$ cat config.mk
export PLATFORM = sky130hd
export DESIGN_NAME = mips_core
export DESIGN_NICKNAME = d
export VERILOG_FILES = /design/src/mips_isa_pkg.sv /design/src/mips_pipe_pkg.sv /design/src/fetch_stage.sv /design/src/decode_stage.sv /design/src/reg_file.sv /design/src/hazard_forward_unit.sv /design/src/execute_stage.sv /design/src/mem_wb_stage.sv /design/src/mips_core.sv
export SDC_FILE = /design/constraint.sdc
export NUM_CORES = 2
export LEC_CHECK = 0
export BUFFER_PORTS_ARGS = -buffer_cell sky130_fd_sc_hd__buf_2
export CAP_MARGIN = 15
export CORE_MARGIN = 2
export CORE_UTILIZATION = 56
export DETAILED_ROUTE_END_ITERATION = 8
export GPL_TIMING_DRIVEN = 0
export PLACE_DENSITY = 0.74
export SYNTH_ARGS = -nofsm -noshare
export SYNTH_HDL_FRONTEND = slang
export SYNTH_SLANG_ARGS = --single-unit
$ cat constraint.sdc
create_clock -name clk -period 5.1 [get_ports clk]
set_input_delay 1.275 -clock clk [delete_from_list [all_inputs] [get_ports clk]]
set_output_delay 1.275 -clock clk [all_outputs]
set_load 0.005 [all_outputs]
$ cat src/mips_isa_pkg.sv
package mips_isa_pkg;

	// Basic field widths
	typedef logic [31:0] word_t;
	typedef logic [4:0]  reg_idx_t;
	typedef logic [5:0]  opcode_t;
	typedef logic [5:0]  funct_t;

	// Primary opcodes
	localparam opcode_t OP_SPECIAL = 6'h00;
	localparam opcode_t OP_ADDIU   = 6'h09;
	localparam opcode_t OP_ANDI    = 6'h0c;
	localparam opcode_t OP_ORI     = 6'h0d;
	localparam opcode_t OP_LUI     = 6'h0f;
	localparam opcode_t OP_LW      = 6'h23;
	localparam opcode_t OP_SW      = 6'h2b;

	// Funct codes under OP_SPECIAL
	localparam funct_t FN_ADDU = 6'h21;
	localparam funct_t FN_SUBU = 6'h23;
	localparam funct_t FN_AND  = 6'h24;
	localparam funct_t FN_OR   = 6'h25;
	localparam funct_t FN_XOR  = 6'h26;
	localparam funct_t FN_SLT  = 6'h2a;
	localparam funct_t FN_SLTU = 6'h2b;

	// Boot vector
	localparam word_t RESET_PC = 32'hbfc0_0000;

	localparam int REG_COUNT = 32;

endpackage

$ cat src/mips_pipe_pkg.sv
package mips_pipe_pkg;

	typedef enum logic [2:0] {
		ALU_ADD  = 3'd0,
		ALU_SUB  = 3'd1,
		ALU_AND  = 3'd2,
		ALU_OR   = 3'd3,
		ALU_XOR  = 3'd4,
		ALU_SLT  = 3'd5,
		ALU_SLTU = 3'd6,
		ALU_LUI  = 3'd7
	} alu_op_e;

	// Operand source in execute
	typedef enum logic [1:0] {
		FWD_NONE = 2'd0,
		FWD_MEM  = 2'd1,
		FWD_WB   = 2'd2
	} fwd_sel_e;

	// Control bits carried down the pipe, all zero for a no-op
	typedef struct packed {
		logic                   reg_write;
		logic                   mem_read;
		logic                   mem_write;
		logic                   use_imm;
		alu_op_e                alu_op;
		mips_isa_pkg::reg_idx_t dest;
	} ctrl_t;

	typedef struct packed {
		mips_isa_pkg::word_t    pc;
		mips_isa_pkg::word_t    inst;
		ctrl_t                  ctrl;
		mips_isa_pkg::reg_idx_t rs;
		mips_isa_pkg::reg_idx_t rt;
		mips_isa_pkg::word_t    rs_data;
		mips_isa_pkg::word_t    rt_data;
		mips_isa_pkg::word_t    imm;
	} id_ex_t;

	typedef struct packed {
		mips_isa_pkg::word_t pc;
		mips_isa_pkg::word_t inst;
		ctrl_t               ctrl;
		mips_isa_pkg::word_t alu_result;
		mips_isa_pkg::word_t store_data;
	} ex_mem_t;

	typedef struct packed {
		mips_isa_pkg::word_t pc;
		mips_isa_pkg::word_t inst;
		ctrl_t               ctrl;
		mips_isa_pkg::word_t alu_result;
		mips_isa_pkg::word_t load_data;
	} mem_wb_t;

endpackage

$ cat src/fetch_stage.sv
`timescale 1ns/100ps

module fetch_stage (
	input  logic                clk,
	input  logic                rst_n_i,
	input  logic                stall_i,
	input  mips_isa_pkg::word_t inst_data_i,
	output mips_isa_pkg::word_t pc_o,
	output mips_isa_pkg::word_t if_pc_o,
	output mips_isa_pkg::word_t if_inst_o
);

	mips_isa_pkg::word_t pc_q;

	assign pc_o = pc_q;

	// PC and IF/ID hold together on a load-use stall
	always_ff @(posedge clk or negedge rst_n_i)
	begin
		if (!rst_n_i)
		begin
			pc_q      <= mips_isa_pkg::RESET_PC;
			if_pc_o   <= mips_isa_pkg::RESET_PC;
			// All-zero word decodes as a no-op
			if_inst_o <= '0;
		end
		else if (!stall_i)
		begin
			pc_q      <= pc_q + 32'd4;
			if_pc_o   <= pc_q;
			if_inst_o <= inst_data_i;
		end
	end

endmodule

$ cat src/decode_stage.sv
`timescale 1ns/100ps

module decode_stage (
	input  logic                   clk,
	input  logic                   rst_n_i,
	input  logic                   bubble_i,
	input  mips_isa_pkg::word_t    if_pc_i,
	input  mips_isa_pkg::word_t    if_inst_i,
	input  mips_isa_pkg::word_t    rs_data_i,
	input  mips_isa_pkg::word_t    rt_data_i,
	output mips_isa_pkg::reg_idx_t rs_idx_o,
	output mips_isa_pkg::reg_idx_t rt_idx_o,
	output mips_pipe_pkg::id_ex_t  id_ex_o
);

	mips_isa_pkg::opcode_t  opcode;
	mips_isa_pkg::funct_t   funct;
	mips_isa_pkg::reg_idx_t rd;
	logic [15:0]            imm16;
	mips_pipe_pkg::ctrl_t   ctrl_d;
	mips_isa_pkg::word_t    imm_d;

	mips_pipe_pkg::ctrl_t   ctrl_q;
	mips_isa_pkg::word_t    pc_q, inst_q, rs_data_q, rt_data_q, imm_q;
	mips_isa_pkg::reg_idx_t rs_q, rt_q;

	assign opcode   = if_inst_i[31:26];
	assign rs_idx_o = if_inst_i[25:21];
	assign rt_idx_o = if_inst_i[20:16];
	assign rd       = if_inst_i[15:11];
	assign funct    = if_inst_i[5:0];
	assign imm16    = if_inst_i[15:0];

	always_comb
	begin
		ctrl_d = '0;
		imm_d  = {{16{imm16[15]}}, imm16};
		unique case (opcode)
			mips_isa_pkg::OP_SPECIAL:
			begin
				ctrl_d.reg_write = 1'b1;
				ctrl_d.dest      = rd;
				unique case (funct)
					mips_isa_pkg::FN_ADDU: ctrl_d.alu_op = mips_pipe_pkg::ALU_ADD;
					mips_isa_pkg::FN_SUBU: ctrl_d.alu_op = mips_pipe_pkg::ALU_SUB;
					mips_isa_pkg::FN_AND:  ctrl_d.alu_op = mips_pipe_pkg::ALU_AND;
					mips_isa_pkg::FN_OR:   ctrl_d.alu_op = mips_pipe_pkg::ALU_OR;
					mips_isa_pkg::FN_XOR:  ctrl_d.alu_op = mips_pipe_pkg::ALU_XOR;
					mips_isa_pkg::FN_SLT:  ctrl_d.alu_op = mips_pipe_pkg::ALU_SLT;
					mips_isa_pkg::FN_SLTU: ctrl_d.alu_op = mips_pipe_pkg::ALU_SLTU;
					// Unknown funct retires as a no-op
					default:               ctrl_d = '0;
				endcase
			end
			mips_isa_pkg::OP_ADDIU, mips_isa_pkg::OP_LW:
			begin
				ctrl_d.reg_write = 1'b1;
				ctrl_d.mem_read  = (opcode == mips_isa_pkg::OP_LW);
				ctrl_d.use_imm   = 1'b1;
				ctrl_d.dest      = rt_idx_o;
			end
			mips_isa_pkg::OP_ANDI, mips_isa_pkg::OP_ORI:
			begin
				ctrl_d.reg_write = 1'b1;
				ctrl_d.use_imm   = 1'b1;
				ctrl_d.dest      = rt_idx_o;
				ctrl_d.alu_op    = (opcode == mips_isa_pkg::OP_ANDI) ?
					mips_pipe_pkg::ALU_AND : mips_pipe_pkg::ALU_OR;
				imm_d            = {16'h0000, imm16};
			end
			mips_isa_pkg::OP_LUI:
			begin
				ctrl_d.reg_write = 1'b1;
				ctrl_d.use_imm   = 1'b1;
				ctrl_d.dest      = rt_idx_o;
				ctrl_d.alu_op    = mips_pipe_pkg::ALU_LUI;
				imm_d            = {imm16, 16'h0000};
			end
			mips_isa_pkg::OP_SW:
			begin
				// Address add, rt is only a source here
				ctrl_d.mem_write = 1'b1;
				ctrl_d.use_imm   = 1'b1;
			end
			default: ;
		endcase
	end

	always_ff @(posedge clk or negedge rst_n_i)
	begin
		if (!rst_n_i)
		begin
			ctrl_q <= '0;
		end
		else if (bubble_i)
		begin
			ctrl_q <= '0;
		end
		else
		begin
			ctrl_q <= ctrl_d;
		end
	end

	always_ff @(posedge clk)
	begin
		pc_q      <= if_pc_i;
		inst_q    <= if_inst_i;
		rs_q      <= rs_idx_o;
		rt_q      <= rt_idx_o;
		rs_data_q <= rs_data_i;
		rt_data_q <= rt_data_i;
		imm_q     <= imm_d;
	end

	assign id_ex_o = '{pc: pc_q, inst: inst_q, ctrl: ctrl_q, rs: rs_q, rt: rt_q,
		rs_data: rs_data_q, rt_data: rt_data_q, imm: imm_q};

	// A bubble must not write anything once it reaches execute
	assert property (@(posedge clk) disable iff (!rst_n_i)
		bubble_i |=> !id_ex_o.ctrl.reg_write && !id_ex_o.ctrl.mem_write);

endmodule

$ cat src/reg_file.sv
`timescale 1ns/100ps

module reg_file (
	input  logic                   clk,
	input  logic                   rst_n_i,
	input  mips_isa_pkg::reg_idx_t rs_idx_i,
	input  mips_isa_pkg::reg_idx_t rt_idx_i,
	input  logic                   we_i,
	input  mips_isa_pkg::reg_idx_t wr_idx_i,
	input  mips_isa_pkg::word_t    wr_data_i,
	output mips_isa_pkg::word_t    rs_data_o,
	output mips_isa_pkg::word_t    rt_data_o
);

	mips_isa_pkg::word_t regs [mips_isa_pkg::REG_COUNT];

	// Zero for $0, bypass of the write in flight
	function automatic mips_isa_pkg::word_t read_port(input mips_isa_pkg::reg_idx_t idx);
		if (idx == '0)
			return '0;
		if (we_i && wr_idx_i == idx)
			return wr_data_i;
		return regs[idx];
	endfunction

	always_comb
	begin
		rs_data_o = read_port(rs_idx_i);
		rt_data_o = read_port(rt_idx_i);
	end

	always_ff @(posedge clk or negedge rst_n_i)
	begin
		if (!rst_n_i)
		begin
			for (int i = 0; i < mips_isa_pkg::REG_COUNT; i++)
			begin
				regs[i] <= '0;
			end
		end
		else if (we_i && wr_idx_i != '0)
		begin
			regs[wr_idx_i] <= wr_data_i;
		end
	end

	assert property (@(posedge clk) disable iff (!rst_n_i) regs[0] == '0);

endmodule

$ cat src/hazard_forward_unit.sv
`timescale 1ns/100ps

module hazard_forward_unit (
	input  mips_isa_pkg::word_t     if_inst_i,
	input  mips_pipe_pkg::id_ex_t   id_ex_i,
	input  mips_pipe_pkg::ex_mem_t  ex_mem_i,
	input  logic                    wb_we_i,
	input  mips_isa_pkg::reg_idx_t  wb_idx_i,
	output logic                    stall_o,
	output logic                    bubble_o,
	output mips_pipe_pkg::fwd_sel_e fwd_a_o,
	output mips_pipe_pkg::fwd_sel_e fwd_b_o
);

	logic load_use;

	// Youngest producer wins, $0 never forwarded
	function automatic mips_pipe_pkg::fwd_sel_e fwd_select(input mips_isa_pkg::reg_idx_t src);
		if (src == '0)
			return mips_pipe_pkg::FWD_NONE;
		if (ex_mem_i.ctrl.reg_write && ex_mem_i.ctrl.dest == src)
			return mips_pipe_pkg::FWD_MEM;
		if (wb_we_i && wb_idx_i == src)
			return mips_pipe_pkg::FWD_WB;
		return mips_pipe_pkg::FWD_NONE;
	endfunction

	// Load in execute feeding the instruction in decode
	assign load_use = id_ex_i.ctrl.mem_read && id_ex_i.ctrl.dest != '0 &&
		(id_ex_i.ctrl.dest == if_inst_i[25:21] || id_ex_i.ctrl.dest == if_inst_i[20:16]);

	assign stall_o  = load_use;
	assign bubble_o = load_use;

	always_comb
	begin
		fwd_a_o = fwd_select(id_ex_i.rs);
		fwd_b_o = fwd_select(id_ex_i.rt);
	end

endmodule

$ cat src/execute_stage.sv
`timescale 1ns/100ps

module execute_stage (
	input  logic                    clk,
	input  logic                    rst_n_i,
	input  mips_pipe_pkg::id_ex_t   id_ex_i,
	input  mips_pipe_pkg::fwd_sel_e fwd_a_i,
	input  mips_pipe_pkg::fwd_sel_e fwd_b_i,
	input  mips_isa_pkg::word_t     wb_result_i,
	output mips_pipe_pkg::ex_mem_t  ex_mem_o
);

	mips_isa_pkg::word_t  rs_fwd, rt_fwd, op_b, alu_result;
	mips_pipe_pkg::ctrl_t ctrl_q;
	mips_isa_pkg::word_t  pc_q, inst_q, alu_q, store_q;

	function automatic mips_isa_pkg::word_t fwd_mux(input mips_pipe_pkg::fwd_sel_e sel,
			input mips_isa_pkg::word_t reg_data);
		case (sel)
			mips_pipe_pkg::FWD_MEM: return ex_mem_o.alu_result;
			mips_pipe_pkg::FWD_WB:  return wb_result_i;
			default:                return reg_data;
		endcase
	endfunction

	always_comb
	begin
		rs_fwd = fwd_mux(fwd_a_i, id_ex_i.rs_data);
		rt_fwd = fwd_mux(fwd_b_i, id_ex_i.rt_data);
		op_b   = id_ex_i.ctrl.use_imm ? id_ex_i.imm : rt_fwd;
	end

	always_comb
	begin
		case (id_ex_i.ctrl.alu_op)
			mips_pipe_pkg::ALU_ADD:  alu_result = rs_fwd + op_b;
			mips_pipe_pkg::ALU_SUB:  alu_result = rs_fwd - op_b;
			mips_pipe_pkg::ALU_AND:  alu_result = rs_fwd & op_b;
			mips_pipe_pkg::ALU_OR:   alu_result = rs_fwd | op_b;
			mips_pipe_pkg::ALU_XOR:  alu_result = rs_fwd ^ op_b;
			mips_pipe_pkg::ALU_SLT:  alu_result = {31'b0, $signed(rs_fwd) < $signed(op_b)};
			mips_pipe_pkg::ALU_SLTU: alu_result = {31'b0, rs_fwd < op_b};
			// Immediate already shifted in decode
			mips_pipe_pkg::ALU_LUI:  alu_result = id_ex_i.imm;
			default:                 alu_result = '0;
		endcase
	end

	always_ff @(posedge clk or negedge rst_n_i)
	begin
		if (!rst_n_i)
		begin
			ctrl_q <= '0;
		end
		else
		begin
			ctrl_q <= id_ex_i.ctrl;
		end
	end

	always_ff @(posedge clk)
	begin
		pc_q    <= id_ex_i.pc;
		inst_q  <= id_ex_i.inst;
		alu_q   <= alu_result;
		store_q <= rt_fwd;
	end

	assign ex_mem_o = '{pc: pc_q, inst: inst_q, ctrl: ctrl_q, alu_result: alu_q,
		store_data: store_q};

endmodule

$ cat src/mem_wb_stage.sv
`timescale 1ns/100ps

module mem_wb_stage (
	input  logic                   clk,
	input  logic                   rst_n_i,
	input  mips_pipe_pkg::ex_mem_t ex_mem_i,
	input  mips_isa_pkg::word_t    ram_din_i,
	output logic                   ram_en_o,
	output logic [3:0]             ram_we_o,
	output mips_isa_pkg::word_t    ram_addr_o,
	output mips_isa_pkg::word_t    ram_dout_o,
	output logic                   wb_we_o,
	output mips_isa_pkg::reg_idx_t wb_idx_o,
	output mips_isa_pkg::word_t    wb_result_o,
	output mips_isa_pkg::word_t    debug_wb_pc_o,
	output mips_isa_pkg::word_t    debug_wb_inst_o,
	output logic [3:0]             debug_wb_rf_wen_o,
	output mips_isa_pkg::reg_idx_t debug_wb_rf_wnum_o,
	output mips_isa_pkg::word_t    debug_wb_rf_wdata_o
);

	mips_pipe_pkg::ctrl_t   ctrl_q;
	mips_isa_pkg::word_t    pc_q, inst_q, alu_q, load_q;
	mips_pipe_pkg::mem_wb_t mem_wb;

	// Word-only RAM access
	assign ram_en_o   = ex_mem_i.ctrl.mem_read | ex_mem_i.ctrl.mem_write;
	assign ram_we_o   = {4{ex_mem_i.ctrl.mem_write}};
	assign ram_addr_o = ex_mem_i.alu_result;
	assign ram_dout_o = ex_mem_i.store_data;

	always_ff @(posedge clk or negedge rst_n_i)
	begin
		if (!rst_n_i)
		begin
			ctrl_q <= '0;
		end
		else
		begin
			ctrl_q <= ex_mem_i.ctrl;
		end
	end

	always_ff @(posedge clk)
	begin
		pc_q   <= ex_mem_i.pc;
		inst_q <= ex_mem_i.inst;
		alu_q  <= ex_mem_i.alu_result;
		load_q <= ram_din_i;
	end

	assign mem_wb = '{pc: pc_q, inst: inst_q, ctrl: ctrl_q, alu_result: alu_q,
		load_data: load_q};

	assign wb_we_o     = mem_wb.ctrl.reg_write;
	assign wb_idx_o    = mem_wb.ctrl.dest;
	assign wb_result_o = mem_wb.ctrl.mem_read ? mem_wb.load_data : mem_wb.alu_result;

	// Trace shows no write for $0
	assign debug_wb_pc_o       = mem_wb.pc;
	assign debug_wb_inst_o     = mem_wb.inst;
	assign debug_wb_rf_wen_o   = {4{mem_wb.ctrl.reg_write && mem_wb.ctrl.dest != '0}};
	assign debug_wb_rf_wnum_o  = mem_wb.ctrl.dest;
	assign debug_wb_rf_wdata_o = wb_result_o;

	assert property (@(posedge clk) disable iff (!rst_n_i) (ram_we_o != 4'b0) |-> ram_en_o);

endmodule

$ cat src/mips_core.sv
`timescale 1ns/100ps

module mips_core (
	input  logic                   clk,
	input  logic                   rst_n_i,
	input  mips_isa_pkg::word_t    inst_data_i,
	output mips_isa_pkg::word_t    inst_addr_o,
	input  mips_isa_pkg::word_t    ram_din_i,
	output logic                   ram_en_o,
	output logic [3:0]             ram_we_o,
	output mips_isa_pkg::word_t    ram_addr_o,
	output mips_isa_pkg::word_t    ram_dout_o,
	output mips_isa_pkg::word_t    debug_wb_pc_o,
	output mips_isa_pkg::word_t    debug_wb_inst_o,
	output logic [3:0]             debug_wb_rf_wen_o,
	output mips_isa_pkg::reg_idx_t debug_wb_rf_wnum_o,
	output mips_isa_pkg::word_t    debug_wb_rf_wdata_o
);

	mips_isa_pkg::word_t     if_pc;
	mips_isa_pkg::word_t     if_inst;
	mips_isa_pkg::reg_idx_t  rs_idx;
	mips_isa_pkg::reg_idx_t  rt_idx;
	mips_isa_pkg::word_t     rs_data;
	mips_isa_pkg::word_t     rt_data;
	mips_pipe_pkg::id_ex_t   id_ex;
	mips_pipe_pkg::ex_mem_t  ex_mem;
	logic                    stall;
	logic                    bubble;
	mips_pipe_pkg::fwd_sel_e fwd_a;
	mips_pipe_pkg::fwd_sel_e fwd_b;
	logic                    wb_we;
	mips_isa_pkg::reg_idx_t  wb_idx;
	mips_isa_pkg::word_t     wb_result;

	fetch_stage u_fetch (
		.clk        (clk),
		.rst_n_i    (rst_n_i),
		.stall_i    (stall),
		.inst_data_i(inst_data_i),
		.pc_o       (inst_addr_o),
		.if_pc_o    (if_pc),
		.if_inst_o  (if_inst)
	);

	decode_stage u_decode (
		.clk      (clk),
		.rst_n_i  (rst_n_i),
		.bubble_i (bubble),
		.if_pc_i  (if_pc),
		.if_inst_i(if_inst),
		.rs_data_i(rs_data),
		.rt_data_i(rt_data),
		.rs_idx_o (rs_idx),
		.rt_idx_o (rt_idx),
		.id_ex_o  (id_ex)
	);

	reg_file u_reg_file (
		.clk      (clk),
		.rst_n_i  (rst_n_i),
		.rs_idx_i (rs_idx),
		.rt_idx_i (rt_idx),
		.we_i     (wb_we),
		.wr_idx_i (wb_idx),
		.wr_data_i(wb_result),
		.rs_data_o(rs_data),
		.rt_data_o(rt_data)
	);

	hazard_forward_unit u_hazard (
		.if_inst_i(if_inst),
		.id_ex_i  (id_ex),
		.ex_mem_i (ex_mem),
		.wb_we_i  (wb_we),
		.wb_idx_i (wb_idx),
		.stall_o  (stall),
		.bubble_o (bubble),
		.fwd_a_o  (fwd_a),
		.fwd_b_o  (fwd_b)
	);

	execute_stage u_execute (
		.clk        (clk),
		.rst_n_i    (rst_n_i),
		.id_ex_i    (id_ex),
		.fwd_a_i    (fwd_a),
		.fwd_b_i    (fwd_b),
		.wb_result_i(wb_result),
		.ex_mem_o   (ex_mem)
	);

	mem_wb_stage u_mem_wb (
		.clk                (clk),
		.rst_n_i            (rst_n_i),
		.ex_mem_i           (ex_mem),
		.ram_din_i          (ram_din_i),
		.ram_en_o           (ram_en_o),
		.ram_we_o           (ram_we_o),
		.ram_addr_o         (ram_addr_o),
		.ram_dout_o         (ram_dout_o),
		.wb_we_o            (wb_we),
		.wb_idx_o           (wb_idx),
		.wb_result_o        (wb_result),
		.debug_wb_pc_o      (debug_wb_pc_o),
		.debug_wb_inst_o    (debug_wb_inst_o),
		.debug_wb_rf_wen_o  (debug_wb_rf_wen_o),
		.debug_wb_rf_wnum_o (debug_wb_rf_wnum_o),
		.debug_wb_rf_wdata_o(debug_wb_rf_wdata_o)
	);

endmodule

After elaboration in Yosys (flattened, before gate mapping) --
Cells that the tools add are included.
Cells by class: add/subtract/negate cells 3, $lt $le $gt $ge 6, equality and inequality tests 32, mux-type cells 64, bitwise operators 7, reductions and logical operators 24
Operators with widths (count):
- bitwise mux 1024 bit | 1
- 2-to-1 mux 32 bit | 15
- binary-select mux 32 bit (select 5 bit) | 2
- one-hot mux 32 bit (8 select lines) | 1
- one-hot mux 32 bit (2 select lines) | 3
- demux 32 bit (select 5 bit) | 1
- less-than comparator 32 bit | 2
- equality test 6 bit, second input constant | 9
- equality test 5 bit | 8
- adder 32 x 3 -> 32 bit, second input constant | 1
- adder 32 bit | 1
- AND 32 bit | 1
- bitwise OR 32 bit | 1
- subtractor 32 bit | 1
- bitwise XOR 32 bit | 1
- equality test 6 x 4 -> 1 bit, second input constant | 4
- 2-to-1 mux 2 bit | 12
- zero test 5 bit | 4
- 2-to-1 mux 1 bit | 19
- greater-or-equal comparator 6 bit, second input constant | 3
- NOT 5 -> 6 bit | 3
- one-hot mux 3 bit (6 select lines) | 1
- equality test 3 bit, second input constant | 4
- 2-to-1 mux 12 bit | 1
- other kinds (20) | 37
Storage, ports and cells: bits in registers 1573, bits of input ports 66, output and inout bits 206, word-level logic and storage cells 199

Logic depth before layout (Yosys ltp) --
word-level depth 14, mapped depth 25, depth with buffers taken out 22

By module --
From an unflattened synthesis, not the netlist that was laid out.
Second synthesis, totals: cells, all modules 6141, area total of the unflattened synthesis 78007.3 um2
Modules (own cells, without submodules):
- reg_file | times used 1, cells an instance 3870, area each 55286.8 um2, sequential area each 25624.6 um2
- execute_stage | times used 1, cells an instance 1391, area each 10313.6 um2, sequential area each 2862.7 um2
- decode_stage | times used 1, cells an instance 285, area each 4287.9 um2, sequential area each 3503.4 um2
- mem_wb_stage | times used 1, cells an instance 287, area each 3995.1 um2, sequential area each 2737.6 um2
- fetch_stage | times used 1, cells an instance 254, area each 3691.0 um2, sequential area each 2324.7 um2
- hazard_forward_unit | times used 1, cells an instance 54, area each 432.9 um2, sequential area each 0.0 um2

Least setup slack after synthesis --
OpenSTA, ideal clock, no wires.
path kind reg2reg, start reg u_mem_wb.ctrl_q (netlist bit u_mem_wb.debug_wb_rf_wnum_o[2]), end reg u_execute.alu_q[22], setup time 0.138 ns, data arrival time 5.056 ns, data required time 4.962 ns, path slack -0.094 ns, stages on the path, launching flop included 26, buffers on the path 4, clock period less this slack 5.194 ns, cells stage by stage dfrtp_1 clkbuf_1 clkbuf_1 xor2_1 nor3_1 nand3_1 nor3_1 ha_1 clkbuf_1 clkbuf_1 a22oi_1 nor2_1 a21oi_1 o21ai_0 ha_1 inv_1 fa_1 nand2b_1 a221oi_1 o2111ai_1 a31oi_1 a21o_1 a21oi_1 a221o_2 o21ai_0 o221ai_1
Between the ends: cells in the longest elaborated chain, start to end 13, elaborated cells between the ends (all ways) 31, classes of those cells 2 x add/sub; 6 x eq/ne; 18 x mux; 3 x bitwise; 2 x reduce/logical
Ends and longest elaborated chain:
- start, declared | RTL line mem_wb_stage.sv:22 | mips_pipe_pkg::ctrl_t ctrl_q;
- start signal, assigned | RTL line mem_wb_stage.sv:40 | ctrl_q <= ex_mem_i.ctrl;
- equality test 5 bit | RTL line hazard_forward_unit.sv:23 | if (wb_we_i && wb_idx_i == src)
- logical AND 1 bit | RTL line hazard_forward_unit.sv:23
- 2-to-1 mux 1 bit (2 in series) | RTL line hazard_forward_unit.sv:23
- 2-to-1 mux 1 bit | RTL line hazard_forward_unit.sv:21 | if (ex_mem_i.ctrl.reg_write && ex_mem_i.ctrl.dest == src)
- 2-to-1 mux 2 bit | RTL line hazard_forward_unit.sv:25 | return mips_pipe_pkg::FWD_NONE;
- 2-to-1 mux 2 bit | RTL line hazard_forward_unit.sv:23
- 2-to-1 mux 2 bit | RTL line hazard_forward_unit.sv:21
- equality test 2 bit / equality test 2 x 1 -> 1 bit (equally long branches) | RTL line execute_stage.sv:19 | case (sel)
- one-hot mux 32 bit (2 select lines) | RTL line execute_stage.sv:19
- 2-to-1 mux 32 bit | RTL line execute_stage.sv:30 | op_b = id_ex_i.ctrl.use_imm ? id_ex_i.imm : rt_fwd;
- subtractor 32 bit (tied with other cells) | RTL line execute_stage.sv:37 | mips_pipe_pkg::ALU_SUB: alu_result = rs_fwd - op_b;
- one-hot mux 32 bit (8 select lines) (*) | RTL line execute_stage.sv:35 | case (id_ex_i.ctrl.alu_op)
- net u_execute.alu_result[22] | RTL line execute_stage.sv:13 | mips_isa_pkg::word_t rs_fwd, rt_fwd, op_b, alu_result;
- end signal, assigned | RTL line execute_stage.sv:65 | alu_q <= alu_result;
- end, declared | RTL line execute_stage.sv:15 | mips_isa_pkg::word_t pc_q, inst_q, alu_q, store_q;
The timed path passes the listed nets; every way through them passes the cells marked *. The select of a mux whose other input is x is not followed. A chain may end at the register's enable or synchronous reset.

Worst setup path in the final report --
start reg u_mem_wb.ctrl_q (netlist bit u_mem_wb.debug_wb_rf_wnum_o[0]), end reg u_execute.alu_q[29]
The elaborated chain is that of the path after synthesis.

==> results.sh <==
export IMPL_vias=62411
export IMPL_synth_compound_area_frac=0.140
export IMPL_busiest_layer="met2"
export IMPL_synth_xor_area_frac=0.00915
export IMPL_synthTopCellsByArea="dfrtp_1 (38%), mux4_2 (15%), dfxtp_1 (11%)"
export IMPL_synth_top_area_frac=0.377
export IMPL_gr_total_overflow=0
export IMPL_routabilityCongestion=1.05
export IMPL_hold_viol_final=0
export IMPL_die_h_um=369
export IMPL_synthCells=6911
export IMPL_track_usage=0.425
export IMPL_drv_slew=0
export IMPL_rows=133
export IMPL_num_fill_cells=10226
export IMPL_wl_per_cell_um=31.1
export IMPL_hpwl_um=223000
export IMPL_ys_seq_area_frac=0.493
export IMPL_slew_headroom=0.0562
export IMPL_status="complete, but fails checks"
export IMPL_finalSetupViolCount=0
export IMPL_drive_gt1_frac=0.223
export IMPL_grt_pass1_wl_um=416000
export IMPL_fmax_mhz=197
export IMPL_synthFlopType="dfrtp_1"
export IMPL_clockRootBuffer="clkbuf_16"
export IMPL_first_global_vias=60768
export IMPL_power_density_mw_per_mm2=317
export IMPL_met3_usage=0.142
export IMPL_synth_top_cell_by_area="dfrtp_1"
export IMPL_portBuffers=267
export IMPL_synthMuxAreaShare=0.195
export IMPL_yosysMostFrequentCell="dfrtp_1"
export IMPL_seqCellArea_mm2=0.0368
export IMPL_multiInputGateArea_mm2=0.0349
export IMPL_drc_errors=1
export IMPL_worstSetupPathType="reg -> reg"
export IMPL_max_slew_worst_pin_slew_ns=1.42
export IMPL_violations="design-rule violations"
export IMPL_nets=7634
export IMPL_met1_usage=0.512
export IMPL_clock_skew_ns=0.0417
export IMPL_cp_start_kind="register"
export IMPL_drtAntennaViolNets=0
export IMPL_routed_wl_um=291000
export IMPL_cts_buffer_depth=3
export IMPL_core_area_mm2=0.132
export IMPL_die_area_mm2=0.136
export IMPL_h_tree_depth=4
export IMPL_peakVddDrop_mv=0.327
export IMPL_clkSlewWorstSetupHoldPaths_ns=0.07
export IMPL_worstSkewPairLatency_ns=0.84
export IMPL_power_leakage_nw=37.7
export IMPL_grt_max_degree=168
export IMPL_ys_types=103
export IMPL_critPathMaxStageDelay_ns=0.54
export IMPL_cp_arrival_ns=5.81
export IMPL_areaGrowthSynthToFinish_pct=15.6
export IMPL_synth_edff_count=0
export IMPL_cpMostUsedCell="buf_6"
export IMPL_async_flop_share=0.736
export IMPL_drv_cap=0
export IMPL_tritoncts="built"
export IMPL_synth_common_cells="dfrtp_1 (1,125), nand2_1 (789), o21ai_0 (733)"
export IMPL_die_w_um=369
export IMPL_crit_required_ns=5.83
export IMPL_synth_area_mm2=0.0747
export IMPL_drt_iter0_markers=9115
export IMPL_cts_buffers=162
export IMPL_syn_avg_cell_area_um2=10.8
export IMPL_synthSimpleGateAreaFrac=0.0917
export IMPL_antenna_found_initial=15
export IMPL_period_minus_slack_ns=5.07
export IMPL_end_kind="register"
export IMPL_fin_tns_setup_ns=0
export IMPL_ioPinCount=272
export IMPL_hp_class="in -> async"
export IMPL_crit_path_cell_trace="xor2_1 -> nor3_1 -> nand3_1 -> nor3_4 -> ha_4 -> buf_6 -> a22oi_1 -> nor2_1 -> a21oi_2 -> o21ai_2 -> ha_4 -> buf_6 -> nor2_1 -> o31ai_4 -> o211ai_1 -> a21oi_2 -> buf_6 -> o21bai_4 -> o211ai_1 -> or4_1 -> a32oi_1"
export IMPL_synth_fa_ha_area_frac=0.0176
export IMPL_ys_ff_latch=1553
export IMPL_place_inst=8969
export IMPL_yosysWarnings=0
export IMPL_via_per_inst=6.67
export IMPL_drtPass1Iterations=9
export IMPL_path_max_fanout=9
export IMPL_clkSinkCount=1553
export IMPL_holdBufCountCts=0
export IMPL_finalCritPeriodShare=0.995
export IMPL_start_util=0.566
export IMPL_cpMaxStageDelayCell="or4_1"
export IMPL_finalNonFillerCells=9357
export IMPL_synth_top_family_by_area="multiplexers"
export IMPL_met2_usage=0.636
==> through the flow <==
| stage | setup slack, ns | hold slack [ns] | cell area (um2) | total power, mW | utilization |
|---|---|---|---|---|---|
| 3_3_place_gp | -21.91 | 0.310 | 78200 | 15.1 | 0.593 |
| 5_1_grt | -0.102 | 0.319 | 86300 | 27.9 | 0.654 |
| 3_5_place_dp | -2.80 | 0.312 | 78800 | 15.2 | 0.597 |
| 4_1_cts | 0.000181 | 0.323 | 85200 | 27.1 | 0.646 |
| 6_report | 0.0252 | 0.322 | 86300 | 27.3 | 0.654 |
| 2_1_floorplan | 0.00608 | 0.310 | 74700 | 14.0 | - |
==> kinds of logic (layout without fill, tap and decap cells) <==
family | Yosys count | in the layout
fa+ha+maj | 104 | 104
other cells | 1 | 12
compound gates | 1804 | 1804
flops | 1553 | 1553
xor+xnor | 78 | 78
simple gates | 1662 | 1662
mux | 811 | 811
buf+inv | 898 | 1578
==> worst paths after layout <==
| path | cells past startpoint | startpoint | endpoint | slack (ns) |
|---|---|---|---|---|
| min | 1 | rst_n_i | u_reg_file.regs[285] | 0.32 |
| max in group asynchronous | 5 | rst_n_i | u_reg_file.regs[871] | 2.02 |
| max | 21 | u_mem_wb.debug_wb_rf_wnum_o[0] | u_execute.alu_q[29] | 0.03 |
| max reg2reg | 21 | u_mem_wb.debug_wb_rf_wnum_o[0] | u_execute.alu_q[29] | 0.03 |
| min in group clk | 0 | u_execute.inst_q[3] | u_mem_wb.debug_wb_inst_o[3] | 0.32 |
| min reg2reg | 0 | u_execute.inst_q[3] | u_mem_wb.debug_wb_inst_o[3] | 0.32 |
==> where the power goes <==
part | switching, mW | internal (mW) | total [mW]
registers | 0.208 | 12.5 | 12.7
clock network | 5.22 | 6.95 | 12.2
logic | 1.71 | 0.736 | 2.44
==> area by class of cell <==
type                            instances  area share
Buffer                                714      0.0400
Timing Repair Buffer                  399      0.0324
Inverter                              171     0.00755
Tap cell                             1755      0.0254
Antenna cell                            8    0.000232
Clock buffer                          229      0.0552
Sequential cell                      1553       0.427
Multi-Input combinational cell       4463       0.404
Clock inverter                         65     0.00767
==> sequential cells by signal (all words and copies together), names as in the netlist, 5 cells and up <==
register / flops
u_execute.alu_q: 32
u_decode.rs_data_q: 32
u_fetch.if_pc_o: 30
u_execute.ex_mem_o: 8
u_decode.rt_data_q: 32
u_mem_wb.debug_wb_rf_wnum_o: 5
u_execute.inst_q: 32
u_mem_wb.debug_wb_inst_o: 32
u_mem_wb.alu_q: 32
u_decode.pc_q: 30
u_decode.imm_q: 32
u_mem_wb.debug_wb_pc_o: 30
u_execute.pc_q: 30
u_mem_wb.load_q: 32
u_reg_file.regs: 1024
u_execute.store_q: 32
u_fetch.if_inst_o: 32
u_decode.id_ex_o: 12
u_fetch.pc_o: 30
u_decode.inst_q: 32
==> per-layer routing <==
layer | vias up | part of all wire
li1 | 25682 | -
met1 | 30890 | 0.34
met2 | 4599 | 0.44
met3 | 1230 | 0.12
met4 | 10 | 0.093
met5 | - | 0.00059
==> critical path, delay by kind of cell, from the launching register on <==
| kind | cells | cell delay (ns) |
|---|---|---|
| fa+ha+maj | 2 | 0.58 |
| compound gates | 9 | 1.71 |
| flops | 1 | 0.49 |
| xor+xnor | 1 | 0.15 |
| buf+inv | 3 | 0.52 |
| simple gates | 6 | 1.54 |
==> cells in the final DEF (no fill, tap or decap), types with 182 or more instances in the layout <==
| cell | instances |
|---|---|
| a21oi_1 | 557 |
| buf_2 | 340 |
| buf_4 | 182 |
| clkbuf_1 | 507 |
| dfrtp_1 | 1120 |
| dfxtp_1 | 409 |
| mux4_2 | 504 |
| nand2_1 | 789 |
| nor2_1 | 650 |
| o21ai_0 | 701 |
==> repair_timing <==
action,4_1_cts,5_1_grt
buffers inserted,41,50
endpoints found under the setup margin,32,19
resized for setup,176,144
pin swaps,30,65
endpoints found under the hold margin,0,0
Power figures use the tool's default switching activity.
